`src/include/swo_trace_config.svh`:
```
`ifndef SWO_TRACE_CONFIG_SVH
`define SWO_TRACE_CONFIG_SVH

// serial receiver
`define SWO_DIV_WIDTH      16

// matcher and trigger
`define MATCH_RULES        4
`define MATCH_BYTES        4
`define TRIG_COUNT_WIDTH   4
`define TRIG_PULSE_LEN     4
`define SEQ_WIDTH          16

`define STREAM_FIFO_DEPTH  8

// config port
`define CFG_ADDR_WIDTH     4
`define CFG_DATA_WIDTH     32

`define REG_BIT_DIV        4'd0
`define REG_RULE_EN        4'd1   // [3:0] rule enables, [7:4] trigger enables
`define REG_NUM_TRIG       4'd2
`define REG_CONTROL        4'd3   // [0] arm, [1] clear errors
`define REG_PATTERN0       4'd4   // patterns at 4..7
`define REG_MASK0          4'd8   // masks at 8..11

`endif

```
`src/swo_trace_pkg.sv`:
```
`default_nettype none

`include "swo_trace_config.svh"

package swo_trace_pkg;

  // one byte off the serial line
  typedef logic [7:0] swo_byte_t;

  // last MATCH_BYTES bytes, newest in bits 7:0
  typedef logic [8*`MATCH_BYTES-1:0] match_window_t;

  typedef logic [`MATCH_RULES-1:0] rule_vec_t;  // one bit per rule

  typedef logic [`TRIG_COUNT_WIDTH-1:0] trig_count_t;

  // hits in the upper bits, byte index below
  typedef struct packed {
    rule_vec_t              hits;
    logic [`SEQ_WIDTH-1:0]  seq;
  } match_event_t;

endpackage

`default_nettype wire

```
`src/swo_bit_timer.sv`:
```
`timescale 1ns/1ps
`default_nettype none

`include "swo_trace_config.svh"

module swo_bit_timer (
  input  logic                      trigger_clk,
  input  logic                      reset,
  input  logic                      restart,
  input  logic [`SWO_DIV_WIDTH-1:0] bit_div,
  output logic                      tick
);

  logic [`SWO_DIV_WIDTH-1:0] cnt;
  logic [`SWO_DIV_WIDTH:0]   period;  // bit_div+1, one bit wider so it never wraps

  assign period = {1'b0, bit_div} + 1'b1;
  assign tick   = (cnt == '0);

  always_ff @(posedge trigger_clk) begin
    if (reset) begin
      cnt <= '0;
    end else if (restart) begin
      cnt <= period[`SWO_DIV_WIDTH:1] - 1'b1;  // half a bit to the middle of start
    end else if (tick) begin
      cnt <= bit_div;  // full bit period from here on
    end else begin
      cnt <= cnt - 1'b1;
    end
  end

endmodule

`default_nettype wire

```
`src/swo_rx_fsm.sv`:
```
`timescale 1ns/1ps
`default_nettype none

module swo_rx_fsm
  import swo_trace_pkg::*;
(
  input  logic      trigger_clk,
  input  logic      reset,
  input  logic      swo,
  input  logic      tick,
  output logic      restart,
  output swo_byte_t rx_byte,
  output logic      rx_valid,
  output logic      rx_frame_err
);

  typedef enum logic [1:0] {
    st_idle,
    st_start,
    st_data,
    st_stop
  } rx_state_t;

  rx_state_t  state;
  logic [2:0] bit_cnt;
  logic       swo_q;  // previous line level for edge detect

  // falling edge while idle starts a frame
  // after a bad stop bit the line has to go high again first
  assign restart = (state == st_idle) && swo_q && !swo;

  always_ff @(posedge trigger_clk) begin
    if (reset) begin
      state        <= st_idle;
      bit_cnt      <= '0;
      swo_q        <= 1'b1;
      rx_valid     <= 1'b0;
      rx_frame_err <= 1'b0;
    end else begin
      swo_q        <= swo;
      rx_valid     <= 1'b0;
      rx_frame_err <= 1'b0;
      case (state)
        st_idle: begin
          if (restart) state <= st_start;
        end
        st_start: begin
          if (tick) begin
            if (swo) begin
              state <= st_idle;  // glitch, not a real start bit
            end else begin
              state   <= st_data;
              bit_cnt <= '0;
            end
          end
        end
        st_data: begin
          if (tick) begin
            bit_cnt <= bit_cnt + 1'b1;
            if (bit_cnt == 3'd7) state <= st_stop;
          end
        end
        st_stop: begin
          if (tick) begin
            rx_valid     <= swo;
            rx_frame_err <= !swo;  // byte is dropped
            state        <= st_idle;
          end
        end
        default: state <= st_idle;
      endcase
    end
  end

  // lsb arrives first, so shift in from the top
  always_ff @(posedge trigger_clk) begin
    if (state == st_data && tick) rx_byte <= {swo, rx_byte[7:1]};
  end

endmodule

`default_nettype wire

```
`src/match_rule_regs.sv`:
```
`timescale 1ns/1ps
`default_nettype none

`include "swo_trace_config.svh"

module match_rule_regs
  import swo_trace_pkg::*;
(
  input  logic                                   trigger_clk,
  input  logic                                   reset,
  input  logic                                   cfg_write,
  input  logic [`CFG_ADDR_WIDTH-1:0]             cfg_addr,
  input  logic [`CFG_DATA_WIDTH-1:0]             cfg_data,
  output logic [`SWO_DIV_WIDTH-1:0]              bit_div,
  output rule_vec_t                              rule_en,
  output rule_vec_t                              trig_en,
  output trig_count_t                            num_triggers,
  output match_window_t [`MATCH_RULES-1:0]       patterns,
  output match_window_t [`MATCH_RULES-1:0]       masks,
  output logic                                   arm,
  output logic                                   clear_errors
);

  always_ff @(posedge trigger_clk) begin
    if (reset) begin
      bit_div      <= '0;
      rule_en      <= '0;
      trig_en      <= '0;
      num_triggers <= '0;
      patterns     <= '0;
      masks        <= '0;
      arm          <= 1'b0;
      clear_errors <= 1'b0;
    end else begin
      arm          <= 1'b0;  // control bits are single-cycle strobes
      clear_errors <= 1'b0;
      if (cfg_write) begin
        case (cfg_addr)
          `REG_BIT_DIV:  bit_div <= cfg_data[`SWO_DIV_WIDTH-1:0];
          `REG_RULE_EN: begin
            rule_en <= cfg_data[`MATCH_RULES-1:0];
            trig_en <= cfg_data[2*`MATCH_RULES-1:`MATCH_RULES];
          end
          `REG_NUM_TRIG: num_triggers <= cfg_data[`TRIG_COUNT_WIDTH-1:0];
          `REG_CONTROL: begin
            arm          <= cfg_data[0];
            clear_errors <= cfg_data[1];
          end
          default: ;  // pattern/mask banks below, others ignored
        endcase
        for (int r = 0; r < `MATCH_RULES; r++) begin
          if (cfg_addr == `CFG_ADDR_WIDTH'(`REG_PATTERN0 + r)) patterns[r] <= cfg_data;
          if (cfg_addr == `CFG_ADDR_WIDTH'(`REG_MASK0 + r)) masks[r] <= cfg_data;
        end
      end
    end
  end

endmodule

`default_nettype wire

```
`src/trace_match_unit.sv`:
```
`timescale 1ns/1ps
`default_nettype none

`include "swo_trace_config.svh"

module trace_match_unit
  import swo_trace_pkg::*;
(
  input  logic                             trigger_clk,
  input  logic                             reset,
  input  logic                             arm,
  input  swo_byte_t                        rx_byte,
  input  logic                             rx_valid,
  input  rule_vec_t                        rule_en,
  input  match_window_t [`MATCH_RULES-1:0] patterns,
  input  match_window_t [`MATCH_RULES-1:0] masks,
  output rule_vec_t                        hits,
  output match_event_t                     match_event,
  output logic                             event_push
);

  match_window_t         window;
  match_window_t         next_window;
  logic [`SEQ_WIDTH-1:0] seq;
  logic [`SEQ_WIDTH-1:0] next_seq;
  rule_vec_t             cmp;

  // compare against the window as it will be once this byte is in
  always_comb begin
    next_window = {window[8*(`MATCH_BYTES-1)-1:0], rx_byte};
    next_seq    = seq + 1'b1;
    for (int r = 0; r < `MATCH_RULES; r++) begin
      cmp[r] = rule_en[r] && (((next_window ^ patterns[r]) & masks[r]) == '0);
    end
  end

  always_ff @(posedge trigger_clk) begin
    if (reset || arm) begin
      window     <= '0;
      seq        <= '0;
      hits       <= '0;
      event_push <= 1'b0;
    end else begin
      hits       <= rx_valid ? cmp : '0;  // one cycle per byte
      event_push <= rx_valid && (|cmp);
      if (rx_valid) begin
        window <= next_window;
        seq    <= next_seq;
      end
    end
  end

  // payload only, qualified by event_push
  always_ff @(posedge trigger_clk) begin
    if (rx_valid) begin
      match_event.hits <= cmp;
      match_event.seq  <= next_seq;
    end
  end

endmodule

`default_nettype wire

```
`src/trace_stream_fifo.sv`:
```
`timescale 1ns/1ps
`default_nettype none

`include "swo_trace_config.svh"

module trace_stream_fifo #(
  parameter type payload_t = logic [7:0]
) (
  input  logic     trigger_clk,
  input  logic     reset,
  input  logic     push,
  input  payload_t push_data,
  output logic     full,
  output logic     out_valid,
  input  logic     out_ready,
  output payload_t out_data
);

  localparam int DEPTH = `STREAM_FIFO_DEPTH;
  localparam int AW    = $clog2(DEPTH);

  payload_t        mem [DEPTH];
  logic [AW-1:0]   wr_ptr;
  logic [AW-1:0]   rd_ptr;
  logic [AW:0]     count;
  logic            do_push;
  logic            do_pop;

  assign full      = (count == (AW+1)'(DEPTH));
  assign out_valid = (count != '0);
  assign out_data  = mem[rd_ptr];  // head stays put until popped
  assign do_push   = push && !full;  // push into a full fifo is lost
  assign do_pop    = out_valid && out_ready;

  always_ff @(posedge trigger_clk) begin
    if (reset) begin
      wr_ptr <= '0;
      rd_ptr <= '0;
      count  <= '0;
    end else begin
      if (do_push) wr_ptr <= wr_ptr + 1'b1;
      if (do_pop) rd_ptr <= rd_ptr + 1'b1;
      count <= count + (AW+1)'(do_push) - (AW+1)'(do_pop);
    end
  end

  always_ff @(posedge trigger_clk) begin
    if (do_push) mem[wr_ptr] <= push_data;
  end

endmodule

`default_nettype wire

```
`src/trace_trigger_gen.sv`:
```
`timescale 1ns/1ps
`default_nettype none

`include "swo_trace_config.svh"

module trace_trigger_gen
  import swo_trace_pkg::*;
(
  input  logic        trigger_clk,
  input  logic        reset,
  input  logic        arm,
  input  rule_vec_t   hits,
  input  rule_vec_t   trig_en,
  input  trig_count_t num_triggers,
  output logic        trig_out,
  output trig_count_t triggers_generated
);

  localparam int PW = $clog2(`TRIG_PULSE_LEN + 1);

  logic          armed;
  logic [PW-1:0] pulse_cnt;  // cycles left after the current one
  logic          fire;

  // hits during a running pulse are simply ignored
  assign fire = armed && (|(hits & trig_en)) && !trig_out &&
                (triggers_generated < num_triggers);

  always_ff @(posedge trigger_clk) begin
    if (reset) begin
      armed              <= 1'b0;
      triggers_generated <= '0;
      trig_out           <= 1'b0;
      pulse_cnt          <= '0;
    end else begin
      if (arm) begin
        armed              <= 1'b1;
        triggers_generated <= '0;
      end else if (fire) begin
        triggers_generated <= triggers_generated + 1'b1;
      end
      if (fire) begin
        trig_out  <= 1'b1;
        pulse_cnt <= PW'(`TRIG_PULSE_LEN - 1);
      end else if (trig_out) begin
        if (pulse_cnt == '0) trig_out <= 1'b0;
        else pulse_cnt <= pulse_cnt - 1'b1;
      end
    end
  end

endmodule

`default_nettype wire

```
`src/swo_trace_top.sv`:
```
`timescale 1ns/1ps
`default_nettype none

`include "swo_trace_config.svh"

module swo_trace_top
  import swo_trace_pkg::*;
(
  input  logic                       trigger_clk,
  input  logic                       reset,
  input  logic                       swo,
  input  logic                       cfg_write,
  input  logic [`CFG_ADDR_WIDTH-1:0] cfg_addr,
  input  logic [`CFG_DATA_WIDTH-1:0] cfg_data,
  output logic                       byte_valid,
  output swo_byte_t                  byte_data,
  input  logic                       byte_ready,
  output logic                       event_valid,
  output match_event_t               event_data,
  input  logic                       event_ready,
  output logic                       trig_out,
  output trig_count_t                triggers_generated,
  output logic                       swo_error
);

  logic                             tick, restart;
  swo_byte_t                        rx_byte;
  logic                             rx_valid, rx_frame_err;
  logic [`SWO_DIV_WIDTH-1:0]        bit_div;
  rule_vec_t                        rule_en, trig_en, hits;
  trig_count_t                      num_triggers;
  match_window_t [`MATCH_RULES-1:0] patterns, masks;
  logic                             arm, clear_errors;
  match_event_t                     match_event;
  logic                             event_push, byte_full, event_full;

  swo_bit_timer u_bit_timer (
    .trigger_clk (trigger_clk), .reset (reset), .restart (restart),
    .bit_div     (bit_div),     .tick  (tick)
  );

  swo_rx_fsm u_rx_fsm (
    .trigger_clk (trigger_clk), .reset    (reset),    .swo          (swo),
    .tick        (tick),        .restart  (restart),  .rx_byte      (rx_byte),
    .rx_valid    (rx_valid),    .rx_frame_err (rx_frame_err)
  );

  match_rule_regs u_regs (
    .trigger_clk (trigger_clk), .reset (reset), .cfg_write (cfg_write),
    .cfg_addr (cfg_addr), .cfg_data (cfg_data), .bit_div (bit_div),
    .rule_en (rule_en), .trig_en (trig_en), .num_triggers (num_triggers),
    .patterns (patterns), .masks (masks), .arm (arm), .clear_errors (clear_errors)
  );

  trace_match_unit u_match (
    .trigger_clk (trigger_clk), .reset (reset), .arm (arm), .rx_byte (rx_byte),
    .rx_valid (rx_valid), .rule_en (rule_en), .patterns (patterns), .masks (masks),
    .hits (hits), .match_event (match_event), .event_push (event_push)
  );

  trace_stream_fifo #(.payload_t(swo_byte_t)) u_byte_fifo (
    .trigger_clk (trigger_clk), .reset (reset), .push (rx_valid), .push_data (rx_byte),
    .full (byte_full), .out_valid (byte_valid), .out_ready (byte_ready),
    .out_data (byte_data)
  );

  trace_stream_fifo #(.payload_t(match_event_t)) u_event_fifo (
    .trigger_clk (trigger_clk), .reset (reset), .push (event_push),
    .push_data (match_event), .full (event_full), .out_valid (event_valid),
    .out_ready (event_ready), .out_data (event_data)
  );

  trace_trigger_gen u_trigger (
    .trigger_clk (trigger_clk), .reset (reset), .arm (arm), .hits (hits),
    .trig_en (trig_en), .num_triggers (num_triggers), .trig_out (trig_out),
    .triggers_generated (triggers_generated)
  );

  // sticky until the host clears it, a new error in the same cycle wins
  always_ff @(posedge trigger_clk) begin
    if (reset) begin
      swo_error <= 1'b0;
    end else if (rx_frame_err || (rx_valid && byte_full) || (event_push && event_full)) begin
      swo_error <= 1'b1;
    end else if (clear_errors) begin
      swo_error <= 1'b0;
    end
  end

endmodule

`default_nettype wire

```
`config.mk`:
```
export PLATFORM = sky130hd
export DESIGN_NAME = swo_trace_top
export DESIGN_NICKNAME = d
export VERILOG_FILES = /design/src/swo_trace_pkg.sv /design/src/swo_bit_timer.sv /design/src/swo_rx_fsm.sv /design/src/match_rule_regs.sv /design/src/trace_match_unit.sv /design/src/trace_stream_fifo.sv /design/src/trace_trigger_gen.sv /design/src/swo_trace_top.sv
export VERILOG_INCLUDE_DIRS = /design/src /design/src/include
export SDC_FILE = /design/constraint.sdc
export NUM_CORES = 1
export LEC_CHECK = 0
export BUFFER_PORTS_ARGS = -buffer_cell sky130_fd_sc_hd__buf_2
export CAP_MARGIN = 20
export CORE_MARGIN = 1
export CORE_UTILIZATION = 56
export CTS_CLUSTER_SIZE = 20
export DETAILED_ROUTE_END_ITERATION = 6
export MAX_ROUTING_LAYER = met4
export PLACE_DENSITY = 0.86
export SLEW_MARGIN = 10
export SYNTH_ARGS = -nofsm -noshare
export SYNTH_HDL_FRONTEND = slang
export SYNTH_SLANG_ARGS = --single-unit
```
`constraint.sdc`:
```
create_clock -name trigger_clk -period 3 [get_ports trigger_clk]
set_clock_uncertainty 0.2 [all_clocks]
set_input_delay 0.15 -clock trigger_clk [delete_from_list [all_inputs] [get_ports trigger_clk]]
set_output_delay 0.15 -clock trigger_clk [all_outputs]
set_load 0.02 [all_outputs]
```
-- Word-level counts from Yosys, hierarchy flattened
Memory sizes are Yosys's and may differ from the RTL's. A register that Yosys moved wholly into a read port is not among the register bits.
Index checks and enable logic that the tools add are counted.
- order comparisons: 1
- eq/ne operators: 24
- bitwise logic cells: 15
- muxes and demuxes: 29
- reductions and logical operators: 59
- add/subtract/negate cells: 15
- operators with widths (operator ; count):
    bitwise AND 32 bit ; 4
    zero test 32 bit ; 4
    XOR 32 bit ; 4
    2-to-1 mux 16 bit ; 2
    subtractor 16 x 1 -> 16 bit, second input constant ; 2
    AND reduction 2 bit ; 13
    == test 4 bit, second input constant ; 6
    2-to-1 mux 3 bit ; 7
    2-to-1 mux 2 bit ; 9
    adder 16 x 1 -> 17 bit, second input constant ; 1
    logical AND 1 bit ; 17
    adder 16 x 1 -> 16 bit, second input constant ; 1
    == test 4 x 3 -> 1 bit, second input constant ; 4
    zero test 16 bit ; 1
    adder 3 x 1 -> 3 bit, second input constant ; 5
    inequality test 2 x 1 -> 1 bit, second input constant ; 5
    2-to-1 mux 1 bit ; 9
    adder 4 x 1 -> 4 bit ; 2
    == test 4 x 2 -> 1 bit, second input constant ; 2
    one-hot mux 2 bit (4 select lines) ; 1
    nonzero test 4 bit ; 2
    OR reduction 4 bit ; 2
    subtractor 4 x 1 -> 4 bit ; 2
    NOT 1 bit ; 6
    20 further kinds ; 32
- bits of input ports: 42
- RAM bits: 224
- bits in registers: 413
- memories kept: 2
- output and inout bits: 36
- logic and storage cells: 184
- memories (memory ; words ; bits a word ; read ports ; clocked after Yosys merged registers in ; wr ports ; RTL line ; text):
    u_event_fifo.mem ; 8 ; 20 ; 1 ; 1 ; 1 ; trace_stream_fifo.sv:22 ; payload_t mem [DEPTH];
    u_byte_fifo.mem ; 8 ; 8 ; 1 ; 1 ; 1 ; trace_stream_fifo.sv:22 ;

-- Logic depth before layout (Yosys ltp)
- depth in word-level cells: 7
- depth in mapped cells: 12
- mapped depth without buffers: 12

-- By module
Synthesis repeated with hierarchy kept, for this count alone.
- cell total of the unflattened synthesis: 2322
- area total of the unflattened synthesis: 28589.9 sq um
- modules (own cells, without submodules) (module ; area each (sq um) ; cells an instance ; instances):
    match_rule_regs ; 11120.7 ; 1003 ; 1
    trace_stream_fifo at u_event_fifo ; 6860.3 ; 314 ; 1
    trace_match_unit ; 4428.0 ; 466 ; 1
    trace_stream_fifo at u_byte_fifo ; 3168.0 ; 176 ; 1
    swo_bit_timer ; 1843.0 ; 254 ; 1
    swo_rx_fsm ; 608.1 ; 44 ; 1
    trace_trigger_gen ; 513.0 ; 60 ; 1
    swo_trace_top ; 48.8 ; 5 ; 1

-- Worst setup path after synthesis
OpenSTA, ideal clock, no wires.
- kind: register to register
- from: register u_event_fifo.count[2]
- to: memory u_event_fifo.mem[0][0] (netlist bit) (enable)
- data arrival time: 2452 ps
- stages on the path, launching flop included: 6
- slack: -75 ps
- period minus slack after synthesis: 3075 ps
- path buffers: 0
- required time: 2378 ps
- path through: dfxtp_1 inv_1 ha_1 a21boi_1 nand2b_1 nor3_1
- cells in the longest elaborated chain, start to end: 5
- ends and longest elaborated chain (what ; RTL line ; text):
    from (decl) ; trace_stream_fifo.sv:25 ; logic [AW:0] count;
    from (signal assigned) ; trace_stream_fifo.sv:43 ; count <= count + (AW+1)'(do_push) - (AW+1)'(do_pop);
    == test 4 bit ; trace_stream_fifo.sv:29 ; assign full = (count == (AW+1)'(DEPTH));
    zero test 1 bit ; trace_stream_fifo.sv:32 ; assign do_push = push && !full;
    logical AND 1 bit ; trace_stream_fifo.sv:32 ;
    via u_event_fifo.do_push ; trace_stream_fifo.sv:26 ; logic do_push;
    2-to-1 mux 1 bit ; trace_stream_fifo.sv:48 ; if (do_push) mem[wr_ptr] <= push_data;
    2-to-1 mux 1 bit (not written as such) ; trace_stream_fifo.sv:48 ;
    to (decl) ; trace_stream_fifo.sv:22 ;
The timed path passes the listed nets, and every way through them passes these cells.

==> impl_metrics.ini <==
[critical_path]
cp_slowest_stage_delay_ns = 0.86
r2r-end = u_bit_timer.cnt[9]$_SDFF_PP0_
worstPathMaxFanout = 16
endpoint_kind = output pin
required_ns = 2.65
crit_type = flip-flop to output pin
rr_worst_depth = 7
timing.rr.start = u_regs.bit_div[1]$_SDFFE_PP0P_
cp.arrival_ns = 2.43
start_kind = flip-flop
rrSetupSlack_ns = 0.35
crit_slowest_cell = dfxtp_1
path_cells = mux4_2 > mux2_2 > buf_2

[logic_synthesis]
synth_nets = 2660
ys.warnings.count = 0
async_flop_share_pct = 0
synth-edff-count = 252
postSynthAreaPerCell_um2 = 10.5
seq_area_frac_synth_pct = 56.7
syn-cell-area_um2 = 27100
synth_area_leaders = dfxtp_1 (29%), edfxtp_1 (28%), nand2_1 (8.6%), a21oi_1 (5.5%), xor2_1 (5.4%)
synth_top_area_share_pct = 28.8
yosys.area.top_type = dfxtp_1
synth-seq-cells = 643
synth-main-ff-cell = dfxtp_1
synthDistinctLibCells = 82
yosysMostFrequentCell = nand2_1
netlist_instances = 2587
synth_common_cells = nand2_1 (621), dfxtp_1 (391), a21oi_1 (300), edfxtp_1 (252), xor2_1 (166)

[clocking]
postCtsSetupBuffers = 0
cts_buffers = 61
cts_buffer_depth = 3
cts_root_buffer = clkbuf_16
clock_sinks = 643
htreeDepth = 2
clkTransAtPathRegs_ns = 0.06
cts_tree = built
clk_latency_ns = 0.66

[final_layout]
n_fill_cell = 3344
final_core_util_pct = 63.8
area_growth_pct = 12.2
seq_area_um2 = 15400
multi_input_area_um2 = 10800
fin_nets = 2696
layout-drive-gt1-share_pct = 14.0

[timing]
holdWs_ns = 0.203
fin_setup_tns_ns = 0
fmax_ghz = 0.360
fin_ws_ns = 0.219
relSlewSlack_pct = 40.1
worstMarginPinSlew_ns = 0.898
final.period_utilization_pct = 92.7
fin_crit_ns = 2.78
drv_slew = 0
rsz0062_at_grt = no
finalSetupViolations = 0
finalHoldViolCount = 0

[grt]
antenna_found_initial = 1
grt_overflow = 0
grt_usage_pct = 29.6
grt_max_degree = 156
grt_pass1_vias = 19898
grt_first_pass_wirelength_um = 110000

[floorplanning]
num_io_pins = 78
initial_utilization_pct = 56.8
dieArea_um2 = 49300
dieWidth_um = 222
rows = 80
fp.dieH_um = 222
core_area_um2 = 47700

[route]
post_drt_wl_per_cell_um = 21.8
first_iter_violations = 2354
wl_um = 71800
drc = 0
vias = 20093
drt-vias-per-instance = 6.11
dr.pass1.iters = 6
ant_nets = 0

[pwr]
peakVddDrop_mv = 0.460
comb_power_share_pct = 14.0
power.density_nw_per_um2 = 653
p_switching_mw = 5.12
pwr-share-clk_pct = 38.8
p_seq_share_pct = 47.1
p_sw_share_pct = 25.7
p_int_mw = 14.8
power_leakage_nw = 11.1
p_total_mw = 19.9

[hold_path]
hold_class = input pin to flip-flop
worstHoldEndpoint = u_regs.masks[17]$_SDFFE_PP0P_
min-delay-start = cfg_data[17]
whs_path_depth = 4

[status]
status = complete, no violations

[placement]
dpl.hpwl_um = 44800
portBuffers = 77
dp_slack_ns = 0.386
gp_congestion = 0.919

[run]
maxCapViolations = 0
-- area by class of cell --
type | count | share of cell area [%]
antenna | 1 | 0.00822
clock buffer | 82 | 5.55
clock inverter | 30 | 1.08
inverter | 33 | 0.407
multi-input combinational | 1706 | 35.5
sequential | 643 | 50.6
tap | 615 | 2.53
timing repair buffer | 178 | 4.32
-- per-layer routing --
layer	wire length (µm)	up-vias	part of all wire (%)	GRT usage (%)
li1	-	8985	-	-
met2	34400	1146	48	47.8
met1	27000	9729	38	36.3
met4	3270	0	4.6	14.0
met3	7150	233	10	5.10
met5	0	-	0	-
-- metrics by stage --
stage          instance area (µm²)  cells
4_1_cts                      30400   3286
5_1_grt                      30400   3288
2_1_floorplan                27100   2587
3_3_place_gp                 28000   3133
6_report                     30400   3288
3_5_place_dp                 28000   3133
-- worst max-delay path by stage --
stage	from	endpoint
final	flip-flop	byte_data[7]
after floorplan	u_rx_fsm.rx_valid$_SDFF_PP0_	u_byte_fifo.mem[0][0]$_DFFE_PP_
after CTS	flip-flop	byte_data[7]
after global routing	flip-flop	byte_data[7]
after global placement	u_regs.bit_div[0]$_SDFFE_PP0P_	u_bit_timer.cnt[11]$_SDFF_PP0_
after detailed placement	u_regs.bit_div[1]$_SDFFE_PP0P_	u_bit_timer.cnt[9]$_SDFF_PP0_
-- timing repair --
item	in CTS	in global routing
hold buffers	41	0
hold endpoints to repair	337	0
resized for setup	0	0
-- critical path, delay by kind of cell (launching register included) --
| family | cells | cell delay, ns |
|---|---|---|
| buf+inv | 1 | 0.18 |
| mux | 2 | 0.74 |
| flops | 1 | 0.86 |
-- registers in the layout, indices dropped and copies added (netlist names), 8 cells and up, named ones only --
register / flops
u_regs.patterns: 128
u_byte_fifo.mem: 64
u_bit_timer.cnt: 16
u_rx_fsm.rx_byte: 8
u_regs.masks: 128
u_match.window: 24
u_regs.bit_div: 16
u_match.match_event: 20
u_match.seq: 16
u_event_fifo.mem: 160
-- cell families after synthesis --
logic type / after synthesis / synth area share (%)
flops: 643 / 56.7
simple gates: 920 / 14.9
xor+xnor: 200 / 6.45
buf+inv: 238 / 3.61
compound gates: 427 / 9.38
mux: 128 / 7.43
fa+ha+maj: 31 / 1.48
-- layout by cell type (no fill, tap or decap), types with 5 or more instances in the layout --
master         count
ha_1              29
a221oi_1           6
and2_1             9
clkbuf_8           8
o22ai_1            6
and3_1            11
mux4_2            56
nand3b_1           5
xnor2_1           34
buf_4             56
mux2_2            28
nand3_1           23
a22o_1             6
o211ai_1           9
nand4_1           30
buf_2             76
dlygate4sd3_1     41
o21ai_0           11
a21o_1             5
nand2_1          621
clkbuf_1          12
clkinv_2          11
mux2i_1           44
clkinv_1           9
nor4_1             6
nor2b_1            7
xor2_1           166
nor3_1            19
dfxtp_1          389
clkbuf_16         61
nor3_2             7
inv_1             32
nor2_2            13
nand2b_1          17
a22oi_1           47
edfxtp_1         252
a21oi_1          300
nor4_4             5
or3_1              6
nor2_1           110
-- power by group through the flow --
stage / logic (mW) / clock network [mW] / registers, mW
floorplan: 2.10 / 0 / 9.48
global placement: 2.59 / 0 / 9.54
detailed placement: 2.70 / 0 / 9.55
CTS: 2.80 / 7.75 / 9.36
global route: 3.02 / 8.09 / 9.39
finish: 2.79 / 7.72 / 9.37
(Power assumes the default switching activity.)
